File: src/spi_master_defs.svh
`ifndef SPI_MASTER_DEFS_SVH
`define SPI_MASTER_DEFS_SVH

////////////////////////////////////////////////////////////////////////////
// Frame geometry
////////////////////////////////////////////////////////////////////////////

`define SPI_ADDRESS_WIDTH 15
`define SPI_DATA_WIDTH 16

// Address, read/write bit, data word
`define SPI_FRAME_BITS (`SPI_ADDRESS_WIDTH + 1 + `SPI_DATA_WIDTH)

////////////////////////////////////////////////////////////////////////////
// Counters
////////////////////////////////////////////////////////////////////////////

`define SPI_DIVIDER_WIDTH 16
`define SPI_BIT_COUNT_WIDTH 8

`endif
File: src/spi_control_pkg.sv
package spi_control_pkg;

    // Transaction sequencer states
    typedef enum logic [2:0] {
        idle,
        select,
        send_address,
        transfer_data,
        stop
    } master_state_e;

    // Leading samples on the rising edge, trailing on the falling edge
    typedef enum logic {
        phase_leading,
        phase_trailing
    } clock_phase_e;

    // Four ticks per serial bit
    typedef enum logic [1:0] {
        step_setup,
        step_rise,
        step_hold,
        step_fall
    } clock_step_e;

endpackage

File: src/spi_frame_pkg.sv
`include "spi_master_defs.svh"

package spi_frame_pkg;

    ////////////////////////////////////////////////////////////////////////
    // Frame fields
    ////////////////////////////////////////////////////////////////////////

    // Register address sent first, MSB first
    typedef logic [`SPI_ADDRESS_WIDTH-1:0] address_t;

    // Data word, sent on writes and returned by the slave
    typedef logic [`SPI_DATA_WIDTH-1:0] data_t;

    // Whole frame as it sits in the shift registers
    typedef logic [`SPI_FRAME_BITS-1:0] frame_t;

    ////////////////////////////////////////////////////////////////////////
    // Clock divider
    ////////////////////////////////////////////////////////////////////////

    // One tick every divider+1 clocks
    typedef logic [`SPI_DIVIDER_WIDTH-1:0] divider_t;

endpackage

File: src/spi_shift_if.sv
`timescale 1ns/1ns

interface spi_shift_if;

    // Capture the request into the outgoing frame
    logic load;

    // Drive the frame MSB and shift left
    logic launch;

    // Shift the slave bit into the incoming frame
    logic capture;

    // End of frame, publish read data
    logic finish;

    // Slave released, nothing left to drive
    logic deselect;

    modport sequencer (
        output load,
        output launch,
        output capture,
        output finish,
        output deselect
    );

    modport shifter (
        input load,
        input launch,
        input capture,
        input finish,
        input deselect
    );

endinterface

File: src/spi_master.sv
`timescale 1ns/1ns
`include "spi_master_defs.svh"

module spi_master (
    input  logic                          clock,
    input  logic                          reset_n,
    input  logic [`SPI_DATA_WIDTH-1:0]    data,
    input  logic [`SPI_ADDRESS_WIDTH-1:0] address,
    input  logic                          read_write,
    input  logic                          enable,
    input  logic [`SPI_DIVIDER_WIDTH-1:0] divider,
    input  logic                          clock_phase,
    input  logic                          master_in_slave_out,
    output logic                          serial_clock,
    output logic                          slave_select,
    output logic                          master_out_slave_in,
    output logic                          busy,
    output logic [`SPI_DATA_WIDTH-1:0]    read_data,
    output logic                          read_data_valid
);

    logic                         tick;
    logic                         stepping;
    spi_control_pkg::clock_step_e step;

    spi_shift_if shift_bus ();

    spi_bit_timer bit_timer (
        .clock    (clock),
        .reset_n  (reset_n),
        .divider  (divider),
        .stepping (stepping),
        .tick     (tick),
        .step     (step)
    );

    spi_sequencer sequencer (
        .clock        (clock),
        .reset_n      (reset_n),
        .enable       (enable),
        .read_write   (read_write),
        .clock_phase  (spi_control_pkg::clock_phase_e'(clock_phase)),
        .tick         (tick),
        .step         (step),
        .stepping     (stepping),
        .busy         (busy),
        .slave_select (slave_select),
        .serial_clock (serial_clock),
        .shift        (shift_bus.sequencer)
    );

    spi_shifter shifter (
        .clock               (clock),
        .reset_n             (reset_n),
        .address             (address),
        .data                (data),
        .read_write          (read_write),
        .master_in_slave_out (master_in_slave_out),
        .shift               (shift_bus.shifter),
        .master_out_slave_in (master_out_slave_in),
        .read_data           (read_data),
        .read_data_valid     (read_data_valid)
    );

endmodule

File: src/spi_shifter.sv
`timescale 1ns/1ns
`include "spi_master_defs.svh"

module spi_shifter (
    input  logic                    clock,
    input  logic                    reset_n,
    input  spi_frame_pkg::address_t address,
    input  spi_frame_pkg::data_t    data,
    input  logic                    read_write,
    input  logic                    master_in_slave_out,
    spi_shift_if.shifter            shift,
    output logic                    master_out_slave_in,
    output spi_frame_pkg::data_t    read_data,
    output logic                    read_data_valid
);

    spi_frame_pkg::frame_t out_frame;
    spi_frame_pkg::frame_t in_frame;

    ////////////////////////////////////////////////////////////////////////
    // Frame shift registers
    ////////////////////////////////////////////////////////////////////////

    always_ff @(posedge clock) begin
        if (shift.load) begin
            out_frame <= {address, read_write, data};
        end else if (shift.deselect) begin
            out_frame <= '0;
        end else if (shift.launch) begin
            out_frame <= {out_frame[`SPI_FRAME_BITS-2:0], 1'b0};
        end
        if (shift.capture) begin
            in_frame <= {in_frame[`SPI_FRAME_BITS-2:0], master_in_slave_out};
        end
    end

    ////////////////////////////////////////////////////////////////////////
    // Serial output and read data
    ////////////////////////////////////////////////////////////////////////

    always_ff @(posedge clock or negedge reset_n) begin
        if (!reset_n) begin
            master_out_slave_in <= 1'b0;
            read_data           <= '0;
            read_data_valid     <= 1'b0;
        end else begin
            read_data_valid <= shift.finish;
            if (shift.launch) begin
                master_out_slave_in <= out_frame[`SPI_FRAME_BITS-1];
            end else if (shift.finish || shift.deselect) begin
                master_out_slave_in <= 1'b0;
            end
            // Slave word is the last bits shifted in
            if (shift.finish) begin
                read_data <= in_frame[`SPI_DATA_WIDTH-1:0];
            end
        end
    end

endmodule

File: src/spi_sequencer.sv
`timescale 1ns/1ns
`include "spi_master_defs.svh"

module spi_sequencer (
    input  logic                         clock,
    input  logic                         reset_n,
    input  logic                         enable,
    input  logic                         read_write,
    input  spi_control_pkg::clock_phase_e clock_phase,
    input  logic                         tick,
    input  spi_control_pkg::clock_step_e step,
    output logic                         stepping,
    output logic                         busy,
    output logic                         slave_select,
    output logic                         serial_clock,
    spi_shift_if.sequencer               shift
);

    // Address bits plus the read/write bit, counted from zero
    localparam logic [`SPI_BIT_COUNT_WIDTH-1:0] last_address_bit = `SPI_ADDRESS_WIDTH;
    localparam logic [`SPI_BIT_COUNT_WIDTH-1:0] last_data_bit = `SPI_DATA_WIDTH - 1;

    spi_control_pkg::master_state_e state;
    spi_control_pkg::clock_phase_e  saved_phase;
    logic [`SPI_BIT_COUNT_WIDTH-1:0] bit_count;
    logic                           data_phase;
    logic                           leading;
    logic                           last_bit;
    logic                           first_bit;

    assign data_phase = (state == spi_control_pkg::send_address) ||
                        (state == spi_control_pkg::transfer_data);
    assign leading    = (saved_phase == spi_control_pkg::phase_leading);
    assign first_bit  = (state == spi_control_pkg::send_address) && (bit_count == '0);
    assign last_bit   = (state == spi_control_pkg::send_address) ?
                        (bit_count == last_address_bit) : (bit_count == last_data_bit);

    assign stepping = data_phase || (state == spi_control_pkg::stop);

    ////////////////////////////////////////////////////////////////////////
    // Shift strobes
    ////////////////////////////////////////////////////////////////////////

    always_comb begin
        shift.load     = (state == spi_control_pkg::idle) && enable;
        shift.launch   = 1'b0;
        shift.capture  = 1'b0;
        shift.finish   = 1'b0;
        shift.deselect = 1'b0;
        if (tick) begin
            if (state == spi_control_pkg::select) begin
                // First bit goes out with slave select in leading mode
                shift.launch = leading;
            end else if (data_phase) begin
                if (leading) begin
                    shift.capture = (step == spi_control_pkg::step_hold);
                    shift.launch  = (step == spi_control_pkg::step_fall);
                end else begin
                    shift.launch  = (step == spi_control_pkg::step_rise);
                    shift.capture = (step == spi_control_pkg::step_setup) && !first_bit;
                end
            end else if (state == spi_control_pkg::stop) begin
                // Last trailing bit is sampled one setup step late
                shift.capture  = !leading && (step == spi_control_pkg::step_setup);
                shift.finish   = (step == spi_control_pkg::step_rise);
                shift.deselect = (step == spi_control_pkg::step_fall);
            end
        end
    end

    ////////////////////////////////////////////////////////////////////////
    // Transaction FSM
    ////////////////////////////////////////////////////////////////////////

    always_ff @(posedge clock or negedge reset_n) begin
        if (!reset_n) begin
            state        <= spi_control_pkg::idle;
            saved_phase  <= spi_control_pkg::phase_leading;
            bit_count    <= '0;
            busy         <= 1'b0;
            slave_select <= 1'b1;
            serial_clock <= 1'b0;
        end else begin
            case (state)
                spi_control_pkg::idle: begin
                    if (enable) begin
                        busy        <= 1'b1;
                        saved_phase <= clock_phase;
                        bit_count   <= '0;
                        state       <= spi_control_pkg::select;
                    end
                end
                spi_control_pkg::select: begin
                    if (tick) begin
                        slave_select <= 1'b0;
                        state        <= spi_control_pkg::send_address;
                    end
                end
                spi_control_pkg::send_address, spi_control_pkg::transfer_data: begin
                    if (tick && step == spi_control_pkg::step_rise) begin
                        serial_clock <= 1'b1;
                    end
                    if (tick && step == spi_control_pkg::step_fall) begin
                        serial_clock <= 1'b0;
                        if (!last_bit) begin
                            bit_count <= bit_count + 1'b1;
                        end else if (state == spi_control_pkg::send_address) begin
                            bit_count <= '0;
                            // Reads keep the data word in the frame
                            state <= spi_control_pkg::transfer_data;
                        end else begin
                            state <= spi_control_pkg::stop;
                        end
                    end
                end
                spi_control_pkg::stop: begin
                    if (tick && step == spi_control_pkg::step_rise) begin
                        slave_select <= 1'b1;
                    end
                    if (tick && step == spi_control_pkg::step_fall) begin
                        busy  <= 1'b0;
                        state <= spi_control_pkg::idle;
                    end
                end
                default: begin
                    state <= spi_control_pkg::idle;
                end
            endcase
        end
    end

endmodule

File: src/spi_bit_timer.sv
`timescale 1ns/1ns

module spi_bit_timer (
    input  logic                        clock,
    input  logic                        reset_n,
    input  spi_frame_pkg::divider_t     divider,
    input  logic                        stepping,
    output logic                        tick,
    output spi_control_pkg::clock_step_e step
);

    spi_frame_pkg::divider_t divider_count;

    ////////////////////////////////////////////////////////////////////////
    // Free running divider
    ////////////////////////////////////////////////////////////////////////

    // Compare with >= so a smaller new divider does not wait for a wrap
    assign tick = (divider_count >= divider);

    always_ff @(posedge clock or negedge reset_n) begin
        if (!reset_n) begin
            divider_count <= '0;
        end else if (tick) begin
            divider_count <= '0;
        end else begin
            divider_count <= divider_count + 1'b1;
        end
    end

    ////////////////////////////////////////////////////////////////////////
    // Bit step counter
    ////////////////////////////////////////////////////////////////////////

    always_ff @(posedge clock or negedge reset_n) begin
        if (!reset_n) begin
            step <= spi_control_pkg::step_setup;
        end else if (!stepping) begin
            step <= spi_control_pkg::step_setup;
        end else if (tick) begin
            // Fall wraps back to setup of the next bit
            step <= spi_control_pkg::clock_step_e'(step + 2'd1);
        end
    end

endmodule

File: config.mk
export PLATFORM = sky130hd
export DESIGN_NAME = spi_master
export DESIGN_NICKNAME = d
export VERILOG_FILES = /design/src/spi_control_pkg.sv /design/src/spi_frame_pkg.sv /design/src/spi_shift_if.sv /design/src/spi_master.sv /design/src/spi_shifter.sv /design/src/spi_sequencer.sv /design/src/spi_bit_timer.sv
export VERILOG_INCLUDE_DIRS = /design/src
export SDC_FILE = /design/constraint.sdc
export NUM_CORES = 1
export LEC_CHECK = 0
export ABC_AREA = 1
export BUFFER_PORTS_ARGS = -buffer_cell sky130_fd_sc_hd__buf_2
export CORE_UTILIZATION = 45
export DETAILED_ROUTE_END_ITERATION = 10
export PLACE_DENSITY = 0.68
export SLEW_MARGIN = 25
export SYNTH_ARGS = -nofsm -noshare
export SYNTH_HDL_FRONTEND = slang
export SYNTH_HIERARCHICAL = 1
export SYNTH_SLANG_ARGS = --single-unit
export TNS_END_PERCENT = 5
File: constraint.sdc
create_clock -name clock -period 7.47 [get_ports clock]
set_input_delay 0.3735 -clock clock [delete_from_list [all_inputs] [get_ports clock]]
set_output_delay 0.3735 -clock clock [all_outputs]
set_load 0.01 [all_outputs]
==> flow_metrics.env <==
export IMPL_status="finished, final reports clean"
export IMPL_drv_slew=0
export IMPL_num_vias=3706
export IMPL_fin_setup_tns_ps=0
export IMPL_synth_area_leader_cell="edfxtp_1"
export IMPL_path_class="flop to flop"
export IMPL_max_cap_violations=0
export IMPL_cts_sinks=99
export IMPL_cts_root_buffer="clkbuf_8"
export IMPL_post_synth_top_count_cell="nand2_1"
export IMPL_firstDrtPassIters=4
export IMPL_fp_dieArea_mm2=0.0115
export IMPL_cts_tree="done"
export IMPL_drive_above_1_share=0.194
export IMPL_startpoint_type="flop"
export IMPL_core_area_mm2=0.0108
export IMPL_n_antenna_cell=0
export IMPL_critical_path_max_fanout=32
export IMPL_drt_wirelength_per_cell_um=11.9
export IMPL_synth_edf_count=48
export IMPL_overflow=0
export IMPL_post_route_period_util=0.430
export IMPL_htreeDepth=3
export IMPL_place_congestion=0.843
export IMPL_multi_input_comb_area_mm2=0.00192
export IMPL_netlist_area_mm2=0.00499
export IMPL_cellLeakagePower_nw=2.79
export IMPL_grt_pass1_wl_um=16200
export IMPL_viasPerCell=4.73
export IMPL_dieWidth_um=107
export IMPL_yosys_top_cells_area="edfxtp_1 (29%), dfrtp_1 (25%), nand2_1 (15%)"
export IMPL_antenna_found_initial=0
export IMPL_ff_latch_area_mm2=0.00272
export IMPL_timing_final_crit_period_ps=3210
export IMPL_clk_path_buf_depth=2
export IMPL_r2r_cells=14
export IMPL_post_synth_cell_area_avg_um2=8.88
export IMPL_final_cells=784
export IMPL_ios=74
export IMPL_fillers=1009
export IMPL_num_rows=38
export IMPL_hold_viol_final=0
export IMPL_hold_path_class="primary input to async pin"
export IMPL_synth_top_cell_area_share=0.289
export IMPL_cp_arrival_ps=3240
export IMPL_insertion_delay_ps=380
export IMPL_synthCells=562
export IMPL_synth_top_flop_cell="dfrtp_1"
export IMPL_seq_area_frac_synth=0.545
export IMPL_synth_cell_type_count=35
export IMPL_grt_setup_unrepaired="false"
export IMPL_drc_errors=0
export IMPL_nNetsFinal=711
export IMPL_cts_made_buffers=9
export IMPL_die_h_um=107
export IMPL_tightest_slew_ps=641
export IMPL_dp_final_hpwl_um=6680
export IMPL_dp_cells=768
export IMPL_powerDensity_mw_per_mm2=306
export IMPL_grt_max_degree=52
export IMPL_syn_to_final_growth_pct=14.3
export IMPL_rr_startpoint="bit_timer/divider_count[2]$_DFF_PN0_"
export IMPL_slew_headroom=0.573
export IMPL_track_usage=0.181
export IMPL_timing_rr_end="shifter/out_frame[4]$_DFFE_PP_"
export IMPL_critPathRequiredTime_ps=7500
export IMPL_setup_viol=0
export IMPL_wirelength_um=9300
export IMPL_start_util=0.460
export IMPL_synthTopCellsByCount="nand2_1 (205), inv_1 (73), dfrtp_1 (50)"
export IMPL_synth_warnings=6
export IMPL_ys_ff_latch=99
export IMPL_r2r_slack_ps=4260
export IMPL_setup_worst_path_start="bit_timer/divider_count[2]$_DFF_PN0_"
export IMPL_ir_drop_uv=163
export IMPL_fin_skew_ps=17.1
export IMPL_initialDrtViolationCount=362
export IMPL_endpoint_kind="flop"
export IMPL_synthArstFlopShare=0.515
export IMPL_postCtsSetupBuffers=0
export IMPL_fmax_mhz=311
export IMPL_path_clk_slew_ps=90
export IMPL_ant_nets=0
export IMPL_endpoint="shifter/out_frame[4]$_DFFE_PP_"
export IMPL_cts_resized=0
export IMPL_io_buffers=73
export IMPL_cts_hold_buffers=0
export IMPL_syn_nets=634
export IMPL_grt_pass1_vias=3550
## how the worst min path moves through the flow
stage,from,endpoint,depth (start not counted),slack [ps]
3_5_place_dp,shifter/out_frame[31]$_DFFE_PP_,shifter/master_out_slave_in$_DFFE_PN0P_,2,430
5_1_grt,master_in_slave_out,shifter/in_frame[0]$_DFFE_PP_,1,160
2_1_floorplan,reset_n,bit_timer/divider_count[0]$_DFF_PN0_,0,80
4_1_cts,reset_n,bit_timer/divider_count[7]$_DFF_PN0_,2,120
6_report,reset_n,bit_timer/divider_count[7]$_DFF_PN0_,2,100
3_3_place_gp,shifter/in_frame[1]$_DFFE_PP_,shifter/in_frame[2]$_DFFE_PP_,0,430
## metrics by stage
stage	setup WS [ps]	hold WS (ps)	utilization	power (mW)	instance area, µm²
finish	4260	102	0.526	1.75	5710
global route	3940	160	0.526	1.88	5710
global placement	4340	433	0.505	1.35	5480
detailed placement	4200	433	0.505	1.38	5480
CTS	4240	124	0.526	1.76	5700
floorplan	4290	77.9	-	1.24	4990
## where the power goes
group          switching (mW)  total (mW)  internal (mW)  leakage, nW
Clock                   0.191       0.384          0.193        0.113
Combinational           0.372       0.557          0.185         1.64
Sequential             0.0825       0.804          0.722         1.04
## flip-flops by register name, indices dropped and copies added (netlist names)
register                     cells
shifter/out_frame               32
bit_timer/divider_count         16
shifter/in_frame                16
shifter/read_data               16
sequencer/bit_count              8
sequencer/state                  3
bit_timer/step                   2
sequencer/busy                   1
sequencer/saved_phase            1
sequencer/serial_clock           1
sequencer/slave_select           1
shifter/master_out_slave_in      1
shifter/read_data_valid          1
## kinds of logic after synthesis
| group | Yosys count | share of synthesized area |
|---|---|---|
| and+or+nand+nor | 307 | 0.271 |
| AOI/OAI and AO/OA | 43 | 0.0476 |
| adders and majority gates | 19 | 0.0476 |
| xor gates and xnor gates | 9 | 0.0158 |
| buffers and inverters | 85 | 0.0730 |
| DFF | 99 | 0.545 |
## final cells by class
type,instances,share of cell area
clock buffer,10,0.0224
clock inverter,6,0.0164
inverter,74,0.0487
multi-input combinational,378,0.336
sequential,99,0.477
tap,140,0.0307
timing repair buffer,77,0.0693
## worst max-delay path, stage by stage (launching register included)
cell,delay (ps)
dfrtp_1,450
ha_1,300
nand2_1,60
nor2_1,100
nor2_1,50
nand2_1,60
nand2_1,40
nand2_1,70
nand2_2,80
nand2_2,320
nand3_1,340
nor2_1,430
nor2_1,120
nand2_1,70
buf_4,370
## layer usage
layer / GRT usage / wire length (µm) / vias up / part of all wire
li1: - / - / 1932 / -
met1: 0.250 / 4550 / 1687 / 0.49
met2: 0.278 / 4250 / 76 / 0.46
met3: 0.0406 / 381 / 11 / 0.041
met4: 0.0656 / 125 / 0 / 0.013
met5: 0 / 0 / - / 0
## cells in the final DEF (no fill, tap or decap), drive strengths merged, types with 3 or more instances in the layout
cell type | netlist | routed
nor3 | 5 | 5
nor2 | 49 | 49
xnor2 | 3 | 3
nand4 | 8 | 8
xor2 | 6 | 6
o21ai | 28 | 28
dfrtp | 50 | 50
buf | 10 | 77
nand2 | 215 | 215
nand3 | 26 | 26
inv | 74 | 77
ha | 19 | 19
a21oi | 12 | 12
edfxtp | 48 | 48
clkbuf | 1 | 10
No activity file was read; power rests on OpenSTA's default activity.
